[src/design/axi2bnk_consts.svh]
`ifndef AXI2BNK_CONSTS_SVH
`define AXI2BNK_CONSTS_SVH

//////////////////////////////
// AXI side widths
//////////////////////////////

// Transaction ID
`define AXI2BNK_ID_W 4

// Byte address, shared with the bank
`define AXI2BNK_ADDR_W 32

// Data beat and its byte strobes
`define AXI2BNK_DATA_W 64
`define AXI2BNK_STRB_W (`AXI2BNK_DATA_W / 8)

//////////////////////////////
// Burst description
//////////////////////////////

// AxLEN, beats minus one
`define AXI2BNK_LEN_W 8

// AxSIZE, log2 of bytes per beat
`define AXI2BNK_SIZE_W 3

`endif

[src/design/axi2bnk_pkg.sv]
`include "axi2bnk_consts.svh"

package axi2bnk_pkg;

  typedef enum logic [1:0] {
    FIXED = 2'b00,
    INCR  = 2'b01,
    WRAP  = 2'b10,
    RSVD  = 2'b11
  } burst_e;

  typedef enum logic [1:0] {
    OKAY   = 2'b00,
    EXOKAY = 2'b01,
    SLVERR = 2'b10
  } resp_e;

  typedef enum logic [1:0] {
    INIT_RESET   = 2'b00,
    INIT_PENDING = 2'b01,
    INIT_DONE    = 2'b10
  } init_state_e;

  // One address command as taken from AR or AW
  typedef struct packed {
    logic [`AXI2BNK_ID_W-1:0]   id;
    logic [`AXI2BNK_ADDR_W-1:0] addr;
    logic [`AXI2BNK_LEN_W-1:0]  len;
    logic [`AXI2BNK_SIZE_W-1:0] size;
    burst_e                     burst;
    logic                       lock;
    logic                       ecc_en;
  } axi_cmd_t;

  // Bank command word, init in the top bit
  typedef struct packed {
    logic                       init;
    logic [`AXI2BNK_ID_W-1:0]   id;
    logic                       ecc_en;
    logic                       cmd_err;
    logic [`AXI2BNK_ADDR_W-1:0] addr;
    logic [`AXI2BNK_LEN_W-1:0]  len;
    logic [`AXI2BNK_SIZE_W-1:0] size;
    logic                       wrap;
    logic                       read;
    logic                       excl;
  } bnk_cmd_t;

  typedef struct packed {
    logic [`AXI2BNK_STRB_W-1:0] strb;
    logic [`AXI2BNK_DATA_W-1:0] data;
  } bnk_wr_t;

  typedef struct packed {
    logic [`AXI2BNK_ID_W-1:0]   id;
    logic                       dbe;
    logic                       sbe;
    logic                       last;
    logic                       err;
    logic                       excl_ok;
    logic [`AXI2BNK_DATA_W-1:0] data;
  } bnk_rd_t;

  typedef struct packed {
    logic                     last;
    logic [`AXI2BNK_ID_W-1:0] id;
    logic                     err;
    logic                     excl_ok;
  } bnk_wrsp_t;

endpackage

[src/design/cmd_capture.sv]
`timescale 1ns/1ps

module cmd_capture
(
  input  logic                   axi_clk,
  input  logic                   rst_a,
  input  logic                   init_done,
  input  logic                   axi_valid,
  output logic                   axi_ready,
  input  axi2bnk_pkg::axi_cmd_t  axi_cmd,
  input  logic                   ecc_enable,
  output logic                   held_valid,
  output axi2bnk_pkg::axi_cmd_t  held_cmd,
  input  logic                   bnk_accept
);

  logic                  held_q;
  axi2bnk_pkg::axi_cmd_t cap_cmd;

  // Slot is free when empty or when the bank takes the old command now
  assign axi_ready = init_done & (~held_q | bnk_accept);

  // Held command stays parked while an init sequence runs
  assign held_valid = held_q & init_done;

  // ECC enable is sampled with the command, not later
  always_comb
  begin
    cap_cmd        = axi_cmd;
    cap_cmd.ecc_en = ecc_enable;
  end

  //////////////////////////////
  // Holding register
  //////////////////////////////

  always_ff @(posedge axi_clk or posedge rst_a)
  begin : held_flag_proc
    if (rst_a)
    begin
      held_q <= 1'b0;
    end
    else if (axi_ready)
    begin
      held_q <= axi_valid;
    end
  end

  always_ff @(posedge axi_clk)
  begin : held_cmd_proc
    if (axi_valid && axi_ready)
    begin
      held_cmd <= cap_cmd;
    end
  end

endmodule

[src/design/cmd_encode.sv]
`timescale 1ns/1ps

module cmd_encode
(
  input  logic                   rd_held_valid,
  input  axi2bnk_pkg::axi_cmd_t  rd_held_cmd,
  output logic                   rd_bnk_accept,
  input  logic                   wr_held_valid,
  input  axi2bnk_pkg::axi_cmd_t  wr_held_cmd,
  output logic                   wr_bnk_accept,
  input  logic                   init_pending,
  output logic                   bnk_rd_cmd_valid,
  output axi2bnk_pkg::bnk_cmd_t  bnk_rd_cmd_data,
  input  logic                   bnk_rd_cmd_accept,
  output logic                   bnk_wr_cmd_valid,
  output axi2bnk_pkg::bnk_cmd_t  bnk_wr_cmd_data,
  input  logic                   bnk_wr_cmd_accept
);

  // Field mapping common to both channels
  function automatic axi2bnk_pkg::bnk_cmd_t encode_cmd(
    input axi2bnk_pkg::axi_cmd_t cmd,
    input logic                  is_read
  );
    axi2bnk_pkg::bnk_cmd_t word;
    word.init    = 1'b0;
    word.id      = cmd.id;
    word.ecc_en  = cmd.ecc_en;
    // Only INCR and WRAP are legal for the bank
    word.cmd_err = (cmd.burst == axi2bnk_pkg::FIXED) || (cmd.burst == axi2bnk_pkg::RSVD);
    word.addr    = cmd.addr;
    word.len     = cmd.len;
    word.size    = cmd.size;
    word.wrap    = (cmd.burst == axi2bnk_pkg::WRAP);
    word.read    = is_read;
    word.excl    = cmd.lock;
    return word;
  endfunction

  //////////////////////////////
  // Read command channel
  //////////////////////////////

  assign bnk_rd_cmd_valid = rd_held_valid;
  assign bnk_rd_cmd_data  = encode_cmd(rd_held_cmd, 1'b1);
  assign rd_bnk_accept    = bnk_rd_cmd_accept;

  //////////////////////////////
  // Write command channel
  //////////////////////////////

  // Init request shares the write command path
  assign bnk_wr_cmd_valid = wr_held_valid | init_pending;

  always_comb
  begin
    bnk_wr_cmd_data = encode_cmd(wr_held_cmd, 1'b0);
    if (init_pending)
    begin
      bnk_wr_cmd_data.init = 1'b1;
      bnk_wr_cmd_data.addr = '0;
    end
  end

  // An accepted init word must not pop the held AW command
  assign wr_bnk_accept = bnk_wr_cmd_accept & ~init_pending;

endmodule

[src/design/init_ctrl.sv]
`timescale 1ns/1ps

module init_ctrl
(
  input  logic axi_clk,
  input  logic rst_a,
  input  logic disable_rst_init,
  input  logic init_start,
  input  logic bnk_rd_valid,
  output logic init_done,
  output logic init_pending
);

  axi2bnk_pkg::init_state_e state;
  logic                     init_start_r;
  logic                     init_start_rise;

  assign init_start_rise = init_start & ~init_start_r;

  assign init_done    = (state == axi2bnk_pkg::INIT_DONE);
  assign init_pending = (state == axi2bnk_pkg::INIT_PENDING);

  always_ff @(posedge axi_clk or posedge rst_a)
  begin : init_fsm_proc
    if (rst_a)
    begin
      state        <= axi2bnk_pkg::INIT_RESET;
      init_start_r <= 1'b0;
    end
    else
    begin
      init_start_r <= init_start;
      case (state)
        axi2bnk_pkg::INIT_RESET:
          state <= disable_rst_init ? axi2bnk_pkg::INIT_DONE : axi2bnk_pkg::INIT_PENDING;
        // Bank signals completion with a read word
        axi2bnk_pkg::INIT_PENDING:
          if (bnk_rd_valid)
          begin
            state <= axi2bnk_pkg::INIT_DONE;
          end
        axi2bnk_pkg::INIT_DONE:
          if (init_start_rise)
          begin
            state <= axi2bnk_pkg::INIT_PENDING;
          end
        default:
          state <= axi2bnk_pkg::INIT_RESET;
      endcase
    end
  end

endmodule

[src/design/wdata_stage.sv]
`timescale 1ns/1ps
`include "axi2bnk_consts.svh"

module wdata_stage
(
  input  logic                       axi_clk,
  input  logic                       rst_a,
  input  logic                       init_done,
  input  logic                       wvalid,
  output logic                       wready,
  input  logic [`AXI2BNK_DATA_W-1:0] wdata,
  input  logic [`AXI2BNK_STRB_W-1:0] wstrb,
  output logic                       bnk_wr_valid,
  output axi2bnk_pkg::bnk_wr_t       bnk_wr_data,
  input  logic                       bnk_wr_accept
);

  logic held_q;

  // Same one-deep rule as the address channels
  assign wready       = init_done & (~held_q | bnk_wr_accept);
  assign bnk_wr_valid = held_q & init_done;

  //////////////////////////////
  // Beat register
  //////////////////////////////

  always_ff @(posedge axi_clk or posedge rst_a)
  begin : held_flag_proc
    if (rst_a)
    begin
      held_q <= 1'b0;
    end
    else if (wready)
    begin
      held_q <= wvalid;
    end
  end

  // Strobes ride above the data in the bank word
  always_ff @(posedge axi_clk)
  begin : held_beat_proc
    if (wvalid && wready)
    begin
      bnk_wr_data.strb <= wstrb;
      bnk_wr_data.data <= wdata;
    end
  end

endmodule

[src/design/bnk_resp_unpack.sv]
`timescale 1ns/1ps
`include "axi2bnk_consts.svh"

module bnk_resp_unpack
(
  input  logic                       axi_clk,
  input  logic                       rst_a,
  input  logic                       init_done,
  input  logic                       bnk_rd_valid,
  input  axi2bnk_pkg::bnk_rd_t       bnk_rd_data,
  output logic                       bnk_rd_accept,
  output logic                       rvalid,
  input  logic                       rready,
  output logic [`AXI2BNK_DATA_W-1:0] rdata,
  output logic                       rlast,
  output axi2bnk_pkg::resp_e         rresp,
  output logic [`AXI2BNK_ID_W-1:0]   rid,
  input  logic                       bnk_rsp_valid,
  input  axi2bnk_pkg::bnk_wrsp_t     bnk_rsp_data,
  output logic                       bnk_rsp_accept,
  output logic                       bvalid,
  input  logic                       bready,
  output axi2bnk_pkg::resp_e         bresp,
  output logic [`AXI2BNK_ID_W-1:0]   bid
);

  logic wr_err_sticky;
  logic rsp_last;

  //////////////////////////////
  // Read data path
  //////////////////////////////

  // Init completion word never shows up on R
  assign rvalid        = bnk_rd_valid & init_done;
  assign bnk_rd_accept = rready;
  assign rdata         = bnk_rd_data.data;
  assign rlast         = bnk_rd_data.last;
  assign rid           = bnk_rd_data.id;

  // Errors win over exclusive status
  always_comb
  begin
    if (bnk_rd_data.dbe || bnk_rd_data.err)
      rresp = axi2bnk_pkg::SLVERR;
    else if (bnk_rd_data.excl_ok)
      rresp = axi2bnk_pkg::EXOKAY;
    else
      rresp = axi2bnk_pkg::OKAY;
  end

  //////////////////////////////
  // Write response path
  //////////////////////////////

  assign rsp_last = bnk_rsp_data.last;

  // Non-last words are swallowed right away
  assign bvalid         = bnk_rsp_valid & rsp_last;
  assign bnk_rsp_accept = bnk_rsp_valid & (~rsp_last | bready);
  assign bid            = bnk_rsp_data.id;

  always_comb
  begin
    if (wr_err_sticky || bnk_rsp_data.err)
      bresp = axi2bnk_pkg::SLVERR;
    else if (bnk_rsp_data.excl_ok)
      bresp = axi2bnk_pkg::EXOKAY;
    else
      bresp = axi2bnk_pkg::OKAY;
  end

  // Error from any earlier beat of the burst, e.g. an RMW ECC failure
  always_ff @(posedge axi_clk or posedge rst_a)
  begin : wr_err_proc
    if (rst_a)
    begin
      wr_err_sticky <= 1'b0;
    end
    else if (bnk_rsp_valid && rsp_last && bready)
    begin
      wr_err_sticky <= 1'b0;
    end
    else if (bnk_rsp_valid && !rsp_last && bnk_rsp_data.err)
    begin
      wr_err_sticky <= 1'b1;
    end
  end

endmodule

[src/design/axi2bnk_top.sv]
`timescale 1ns/1ps
`include "axi2bnk_consts.svh"

module axi2bnk_top
(
  input  logic                       axi_arvalid,
  output logic                       axi_arready,
  input  logic [`AXI2BNK_ID_W-1:0]   axi_arid,
  input  logic [`AXI2BNK_ADDR_W-1:0] axi_araddr,
  input  logic [`AXI2BNK_LEN_W-1:0]  axi_arlen,
  input  logic [`AXI2BNK_SIZE_W-1:0] axi_arsize,
  input  logic [1:0]                 axi_arburst,
  input  logic                       axi_arlock,
  input  logic                       axi_awvalid,
  output logic                       axi_awready,
  input  logic [`AXI2BNK_ID_W-1:0]   axi_awid,
  input  logic [`AXI2BNK_ADDR_W-1:0] axi_awaddr,
  input  logic [`AXI2BNK_LEN_W-1:0]  axi_awlen,
  input  logic [`AXI2BNK_SIZE_W-1:0] axi_awsize,
  input  logic [1:0]                 axi_awburst,
  input  logic                       axi_awlock,
  input  logic                       axi_wvalid,
  output logic                       axi_wready,
  input  logic [`AXI2BNK_DATA_W-1:0] axi_wdata,
  input  logic [`AXI2BNK_STRB_W-1:0] axi_wstrb,
  output logic                       axi_rvalid,
  input  logic                       axi_rready,
  output logic [`AXI2BNK_DATA_W-1:0] axi_rdata,
  output logic                       axi_rlast,
  output logic [1:0]                 axi_rresp,
  output logic [`AXI2BNK_ID_W-1:0]   axi_rid,
  output logic                       axi_bvalid,
  input  logic                       axi_bready,
  output logic [1:0]                 axi_bresp,
  output logic [`AXI2BNK_ID_W-1:0]   axi_bid,
  output logic                       bnk_rd_cmd_valid,
  output axi2bnk_pkg::bnk_cmd_t      bnk_rd_cmd_data,
  input  logic                       bnk_rd_cmd_accept,
  output logic                       bnk_wr_cmd_valid,
  output axi2bnk_pkg::bnk_cmd_t      bnk_wr_cmd_data,
  input  logic                       bnk_wr_cmd_accept,
  output logic                       bnk_wr_valid,
  output axi2bnk_pkg::bnk_wr_t       bnk_wr_data,
  input  logic                       bnk_wr_accept,
  input  logic                       bnk_rd_valid,
  input  axi2bnk_pkg::bnk_rd_t       bnk_rd_data,
  output logic                       bnk_rd_accept,
  input  logic                       bnk_rsp_valid,
  input  axi2bnk_pkg::bnk_wrsp_t     bnk_rsp_data,
  output logic                       bnk_rsp_accept,
  input  logic                       cmd_ecc_enable,
  input  logic                       init_start,
  input  logic                       disable_rst_init,
  output logic                       init_done,
  input  logic                       axi_clk,
  input  logic                       rst_a
);

  axi2bnk_pkg::axi_cmd_t ar_cmd;
  axi2bnk_pkg::axi_cmd_t aw_cmd;
  axi2bnk_pkg::axi_cmd_t ar_held_cmd;
  axi2bnk_pkg::axi_cmd_t aw_held_cmd;
  logic                  ar_held_valid;
  logic                  aw_held_valid;
  logic                  ar_bnk_accept;
  logic                  aw_bnk_accept;
  logic                  init_pending;

  //////////////////////////////
  // AXI address groups
  //////////////////////////////

  // ecc_en is filled in by the capture stage
  assign ar_cmd = '{id: axi_arid, addr: axi_araddr, len: axi_arlen, size: axi_arsize,
                    burst: axi2bnk_pkg::burst_e'(axi_arburst), lock: axi_arlock,
                    ecc_en: 1'b0};
  assign aw_cmd = '{id: axi_awid, addr: axi_awaddr, len: axi_awlen, size: axi_awsize,
                    burst: axi2bnk_pkg::burst_e'(axi_awburst), lock: axi_awlock,
                    ecc_en: 1'b0};

  cmd_capture ar_capture_i (
    .axi_clk    (axi_clk),
    .rst_a      (rst_a),
    .init_done  (init_done),
    .axi_valid  (axi_arvalid),
    .axi_ready  (axi_arready),
    .axi_cmd    (ar_cmd),
    .ecc_enable (cmd_ecc_enable),
    .held_valid (ar_held_valid),
    .held_cmd   (ar_held_cmd),
    .bnk_accept (ar_bnk_accept)
  );

  cmd_capture aw_capture_i (
    .axi_clk    (axi_clk),
    .rst_a      (rst_a),
    .init_done  (init_done),
    .axi_valid  (axi_awvalid),
    .axi_ready  (axi_awready),
    .axi_cmd    (aw_cmd),
    .ecc_enable (cmd_ecc_enable),
    .held_valid (aw_held_valid),
    .held_cmd   (aw_held_cmd),
    .bnk_accept (aw_bnk_accept)
  );

  cmd_encode cmd_encode_i (
    .rd_held_valid     (ar_held_valid),
    .rd_held_cmd       (ar_held_cmd),
    .rd_bnk_accept     (ar_bnk_accept),
    .wr_held_valid     (aw_held_valid),
    .wr_held_cmd       (aw_held_cmd),
    .wr_bnk_accept     (aw_bnk_accept),
    .init_pending      (init_pending),
    .bnk_rd_cmd_valid  (bnk_rd_cmd_valid),
    .bnk_rd_cmd_data   (bnk_rd_cmd_data),
    .bnk_rd_cmd_accept (bnk_rd_cmd_accept),
    .bnk_wr_cmd_valid  (bnk_wr_cmd_valid),
    .bnk_wr_cmd_data   (bnk_wr_cmd_data),
    .bnk_wr_cmd_accept (bnk_wr_cmd_accept)
  );

  init_ctrl init_ctrl_i (
    .axi_clk          (axi_clk),
    .rst_a            (rst_a),
    .disable_rst_init (disable_rst_init),
    .init_start       (init_start),
    .bnk_rd_valid     (bnk_rd_valid),
    .init_done        (init_done),
    .init_pending     (init_pending)
  );

  //////////////////////////////
  // Data and responses
  //////////////////////////////

  wdata_stage wdata_stage_i (
    .axi_clk       (axi_clk),
    .rst_a         (rst_a),
    .init_done     (init_done),
    .wvalid        (axi_wvalid),
    .wready        (axi_wready),
    .wdata         (axi_wdata),
    .wstrb         (axi_wstrb),
    .bnk_wr_valid  (bnk_wr_valid),
    .bnk_wr_data   (bnk_wr_data),
    .bnk_wr_accept (bnk_wr_accept)
  );

  bnk_resp_unpack bnk_resp_unpack_i (
    .axi_clk        (axi_clk),
    .rst_a          (rst_a),
    .init_done      (init_done),
    .bnk_rd_valid   (bnk_rd_valid),
    .bnk_rd_data    (bnk_rd_data),
    .bnk_rd_accept  (bnk_rd_accept),
    .rvalid         (axi_rvalid),
    .rready         (axi_rready),
    .rdata          (axi_rdata),
    .rlast          (axi_rlast),
    .rresp          (axi_rresp),
    .rid            (axi_rid),
    .bnk_rsp_valid  (bnk_rsp_valid),
    .bnk_rsp_data   (bnk_rsp_data),
    .bnk_rsp_accept (bnk_rsp_accept),
    .bvalid         (axi_bvalid),
    .bready         (axi_bready),
    .bresp          (axi_bresp),
    .bid            (axi_bid)
  );

endmodule

[config.mk]
export PLATFORM = sky130hd
export DESIGN_NAME = axi2bnk_top
export DESIGN_NICKNAME = d
export VERILOG_FILES = /design/src/design/axi2bnk_pkg.sv /design/src/design/cmd_capture.sv /design/src/design/cmd_encode.sv /design/src/design/init_ctrl.sv /design/src/design/wdata_stage.sv /design/src/design/bnk_resp_unpack.sv /design/src/design/axi2bnk_top.sv
export VERILOG_INCLUDE_DIRS = /design/src /design/src/design
export SDC_FILE = /design/constraint.sdc
export NUM_CORES = 1
export LEC_CHECK = 0
export BUFFER_PORTS_ARGS = -buffer_cell sky130_fd_sc_hd__buf_4
export CAP_MARGIN = 20
export CORE_AREA = 2 2 205 207
export CTS_CLUSTER_DIAMETER = 120
export DETAILED_ROUTE_END_ITERATION = 8
export DIE_AREA = 0 0 207 209
export PLACE_DENSITY_LB_ADDON = 0.3
export SLEW_MARGIN = 30
export SYNTH_ARGS = -nofsm -noshare
export SYNTH_HDL_FRONTEND = slang
export SYNTH_SLANG_ARGS = --single-unit
[constraint.sdc]
create_clock -name axi_clk -period 17.45 [get_ports axi_clk]
set_clock_uncertainty 0.1 [all_clocks]
set_input_delay 0.8725 -clock axi_clk [delete_from_list [all_inputs] [get_ports axi_clk]]
set_output_delay 0.8725 -clock axi_clk [all_outputs]
set_load 0.01 [all_outputs]
==> impl_metrics.toml <==
[route]
ant_nets = 0
vias_per_cell = 3.30
wire_length_reported_by_the_detailed_router_mm = 19.8
detailedRoute.firstIterationViolations = 154
post-route-drc-count = 0
route.detailed.wl_per_inst_um = 16.2
routed-via-count = 4021
drt-pass1-iter-count = 4

[timing]
worst_hold_slack_ns = 0.284
rsz0062_at_grt = "false"
period_needed_ns = 2.93
tightest_pin_transition_ns = 0.791
fmaxAchievable_mhz = 342
fin_tns_setup_ns = 0
postLayoutSetupSlackWorst_ns = 14.52
slew_violations = 0
final-hold-violation-count = 0
setup_violations = 0
max_slew_margin = 0.473
layout_worst_path_cycle_share = 0.168

[finish]
share_of_the_core_filled_with_cells_in_the_final_layout = 0.244
post_route_cells_drive_above_1_share = 0.621
diode_count = 0
syn_to_final_growth_pct = 43.8
finalNetCount = 937
postLayoutCellArea_mm2 = 0.0101

[placed_design]
port_buffer_count = 380
detailed_place.area_mm2 = 0.00950
pre_cts_slack_ns = 14.87
post-dp-hpwl_mm = 15.4
globalplace.congestion = 0.705

[die]
fp.dieArea_mm2 = 0.0433
rows = 75
chipWidth_um = 207
io-pin-count = 533
chipHeight_um = 209
core_mm2 = 0.0413
initial_utilization = 0.170

[status]
outcome = "finished, final reports clean"

[worst_setup_path]
crit_start = "init_ctrl_i.state[1]$_DFFE_PP0P_"
timing.critical_path.slowest_cell_delay_ns = 0.47
worst-r2r-cell-count = 3
crit_chain = "nand2b_1 -> buf_4 -> inv_1 -> a21o_1 -> buf_4"
critPathLaunchType = "flip-flop"
regToRegStartpoint = "init_ctrl_i.state[0]$_DFFE_PP0P_"
worst-path-max-fanout = 29
critical_path_arrival_ns = 1.95
r2r_setup_slk_ns = 15.03
cp_common_cell = "buf_4"
critical_path.n_buffers_inverters = 3
critical_path_depth = 5
critPathCapture = "bnk_wr_cmd_valid"
critical_path.reg2reg.endpoint = "aw_capture_i.held_cmd[50]$_DFFE_PP_"
critPathKind = "reg2out"
cp.required_ns = 16.48
path_delay_family = "buffers and inverters"
cpMaxStageDelayCell = "dfrtp_1"
critPathCaptureType = "primary output"

[run]
drv_cap = 0

[power]
ir_drop_mv = 0.0894
power.leakage_nw = 4.08
power_density_mw_per_mm2 = 127

[logic_synthesis]
yosys-top-cells-area = "edfxtp_1, buf_4, and2_1"
yosys_register_bits = 181
synth_cell_types = 23
avgSynthCellArea_um2 = 17.0
synth_top_cell_area_share = 0.746
yosysWarnings = 0
syn_inst = 411
synth-async-reset-ratio = 0.0387
synth_ff_type = "edfxtp_1"
post_synth_most_frequent_cells = "edfxtp_1, buf_4, and2_1"
synth.yosys.seq_area_share = 0.771
post_synth_instance_area_mm2 = 0.00700
synthDominantAreaCellType = "edfxtp_1"
synthMostInstantiatedCell = "edfxtp_1"
count_of_flip_flops_with_a_built_in_enable_after_synthesis = 174

[clocking]
htreeDepth = 4
postCtsSetupBuffers = 0
worst_skew_pair_latency_ns = 0.47
cts_repair_resize_count = 0
tritoncts = "done"
ctsRootBufferMaster = "clkbuf_16"
clockBufferDepth = 2
cts_buffers = 17
worst_setup_hold_path_clk_slew_ns = 0.07
hold_buffers = 0
clock_sink_count = 181

[global_route]
groute.usage.overall = 0.0928
global_route.overflow_total = 0
maximum_number_of_pins_on_one_net_before_global_route_repair = 73
grt_pass1_wl_mm = 28.3
number_of_antenna_violations_at_the_first_check_in_global_routing = 0
first_global_vias = 4413

[hold_path]
timing.hold.worst.class = "in2async"
## state kept, by name, indices dropped and copies added (netlist names)
name,count
ar_capture_i.held_q,1
ar_capture_i.held_cmd,51
init_ctrl_i.init_start_r,1
aw_capture_i.held_q,1
aw_capture_i.held_cmd,51
bnk_resp_unpack_i.wr_err_sticky,1
wdata_stage_i.bnk_wr_data,72
wdata_stage_i.held_q,1
init_ctrl_i.state,2
## cell usage in the layout (no fill, tap or decap)
| cell type | netlist | final |
|---|---|---|
| inv_1 | 14 | 14 |
| a21boi_0 | 1 | 1 |
| edfxtp_1 | 174 | 174 |
| and2_1 | 36 | 36 |
| inv_2 | 1 | 1 |
| conb_1 | 2 | 3 |
| buf_16 | 0 | 1 |
| mux2i_1 | 1 | 1 |
| clkbuf_16 | 0 | 17 |
| nand2_1 | 1 | 1 |
| clkinv_4 | 0 | 3 |
| nand2b_1 | 2 | 2 |
| clkinvlp_4 | 0 | 1 |
| nand3b_1 | 3 | 3 |
| ha_1 | 2 | 2 |
| a21oi_1 | 4 | 4 |
| a22o_1 | 4 | 4 |
| dfrtp_1 | 7 | 7 |
| inv_6 | 0 | 5 |
| nor2_1 | 2 | 2 |
| o22ai_1 | 1 | 1 |
| o2bb2ai_1 | 1 | 1 |
| clkinv_2 | 0 | 4 |
| a21o_1 | 1 | 1 |
| inv_8 | 0 | 2 |
| or2_2 | 2 | 2 |
| nor2b_1 | 1 | 1 |
| buf_4 | 145 | 384 |
| a211oi_4 | 0 | 3 |
## report_power, final
group | leakage [nW] | switching, W | internal [W]
Sequential | 1.67 | 0.0000258 | 0.000565
Combinational | 2.14 | 0.000165 | 0.000156
Clock | 0.272 | 0.000181 | 0.000185
## cells by family after synthesis
| kind of cell | after synthesis | synth area share |
|---|---|---|
| adder cells (fa/ha/maj) | 2 | 0.00357 |
| buffers and inverters | 163 | 0.166 |
| other | 2 | 0.00107 |
| flip-flops | 181 | 0.771 |
| multiplexers | 1 | 0.00143 |
| AND/OR/NAND/NOR | 47 | 0.0415 |
| AO/OA/AOI/OAI | 15 | 0.0154 |
## final cells by class
class,instances,area [µm²]
clock inverter,15,120
sequential,181,5400
timing repair buffer,385,2910
multi-input combinational,68,482
fill,4354,31200
clock buffer,17,425
tap,539,674
inverter,15,56.3
## worst min path at each step
stage	end	slack [ns]	cells after the start
after floorplan	bnk_resp_unpack_i.wr_err_sticky$_DFFE_PP0P_	0.37	1
after global placement	bnk_resp_unpack_i.wr_err_sticky$_DFFE_PP0P_	0.40	1
after detailed placement	bnk_resp_unpack_i.wr_err_sticky$_DFFE_PP0P_	0.42	1
after CTS	init_ctrl_i.init_start_r$_DFF_PP0_	0.28	2
after global routing	init_ctrl_i.init_start_r$_DFF_PP0_	0.30	2
final	init_ctrl_i.init_start_r$_DFF_PP0_	0.28	2
## stage by stage
stage,total power (W),std cells
final,0.00128,1220
after global routing,0.00135,1220
after CTS,0.00131,1219
after detailed placement,0.000930,1187
after global placement,0.000930,1187
after floorplan,0.000776,412
## routing by layer
| layer | wire length (µm) | GRT usage | up-vias |
|---|---|---|---|
| li1 | - | - | 1804 |
| met1 | 6330 | 0.0844 | 1864 |
| met2 | 10100 | 0.152 | 294 |
| met5 | 0 | 0.00556 | - |
| met4 | 780 | 0.0601 | 0 |
| met3 | 2600 | 0.0609 | 59 |
Note: power is estimated with default switching activity, not from simulation.
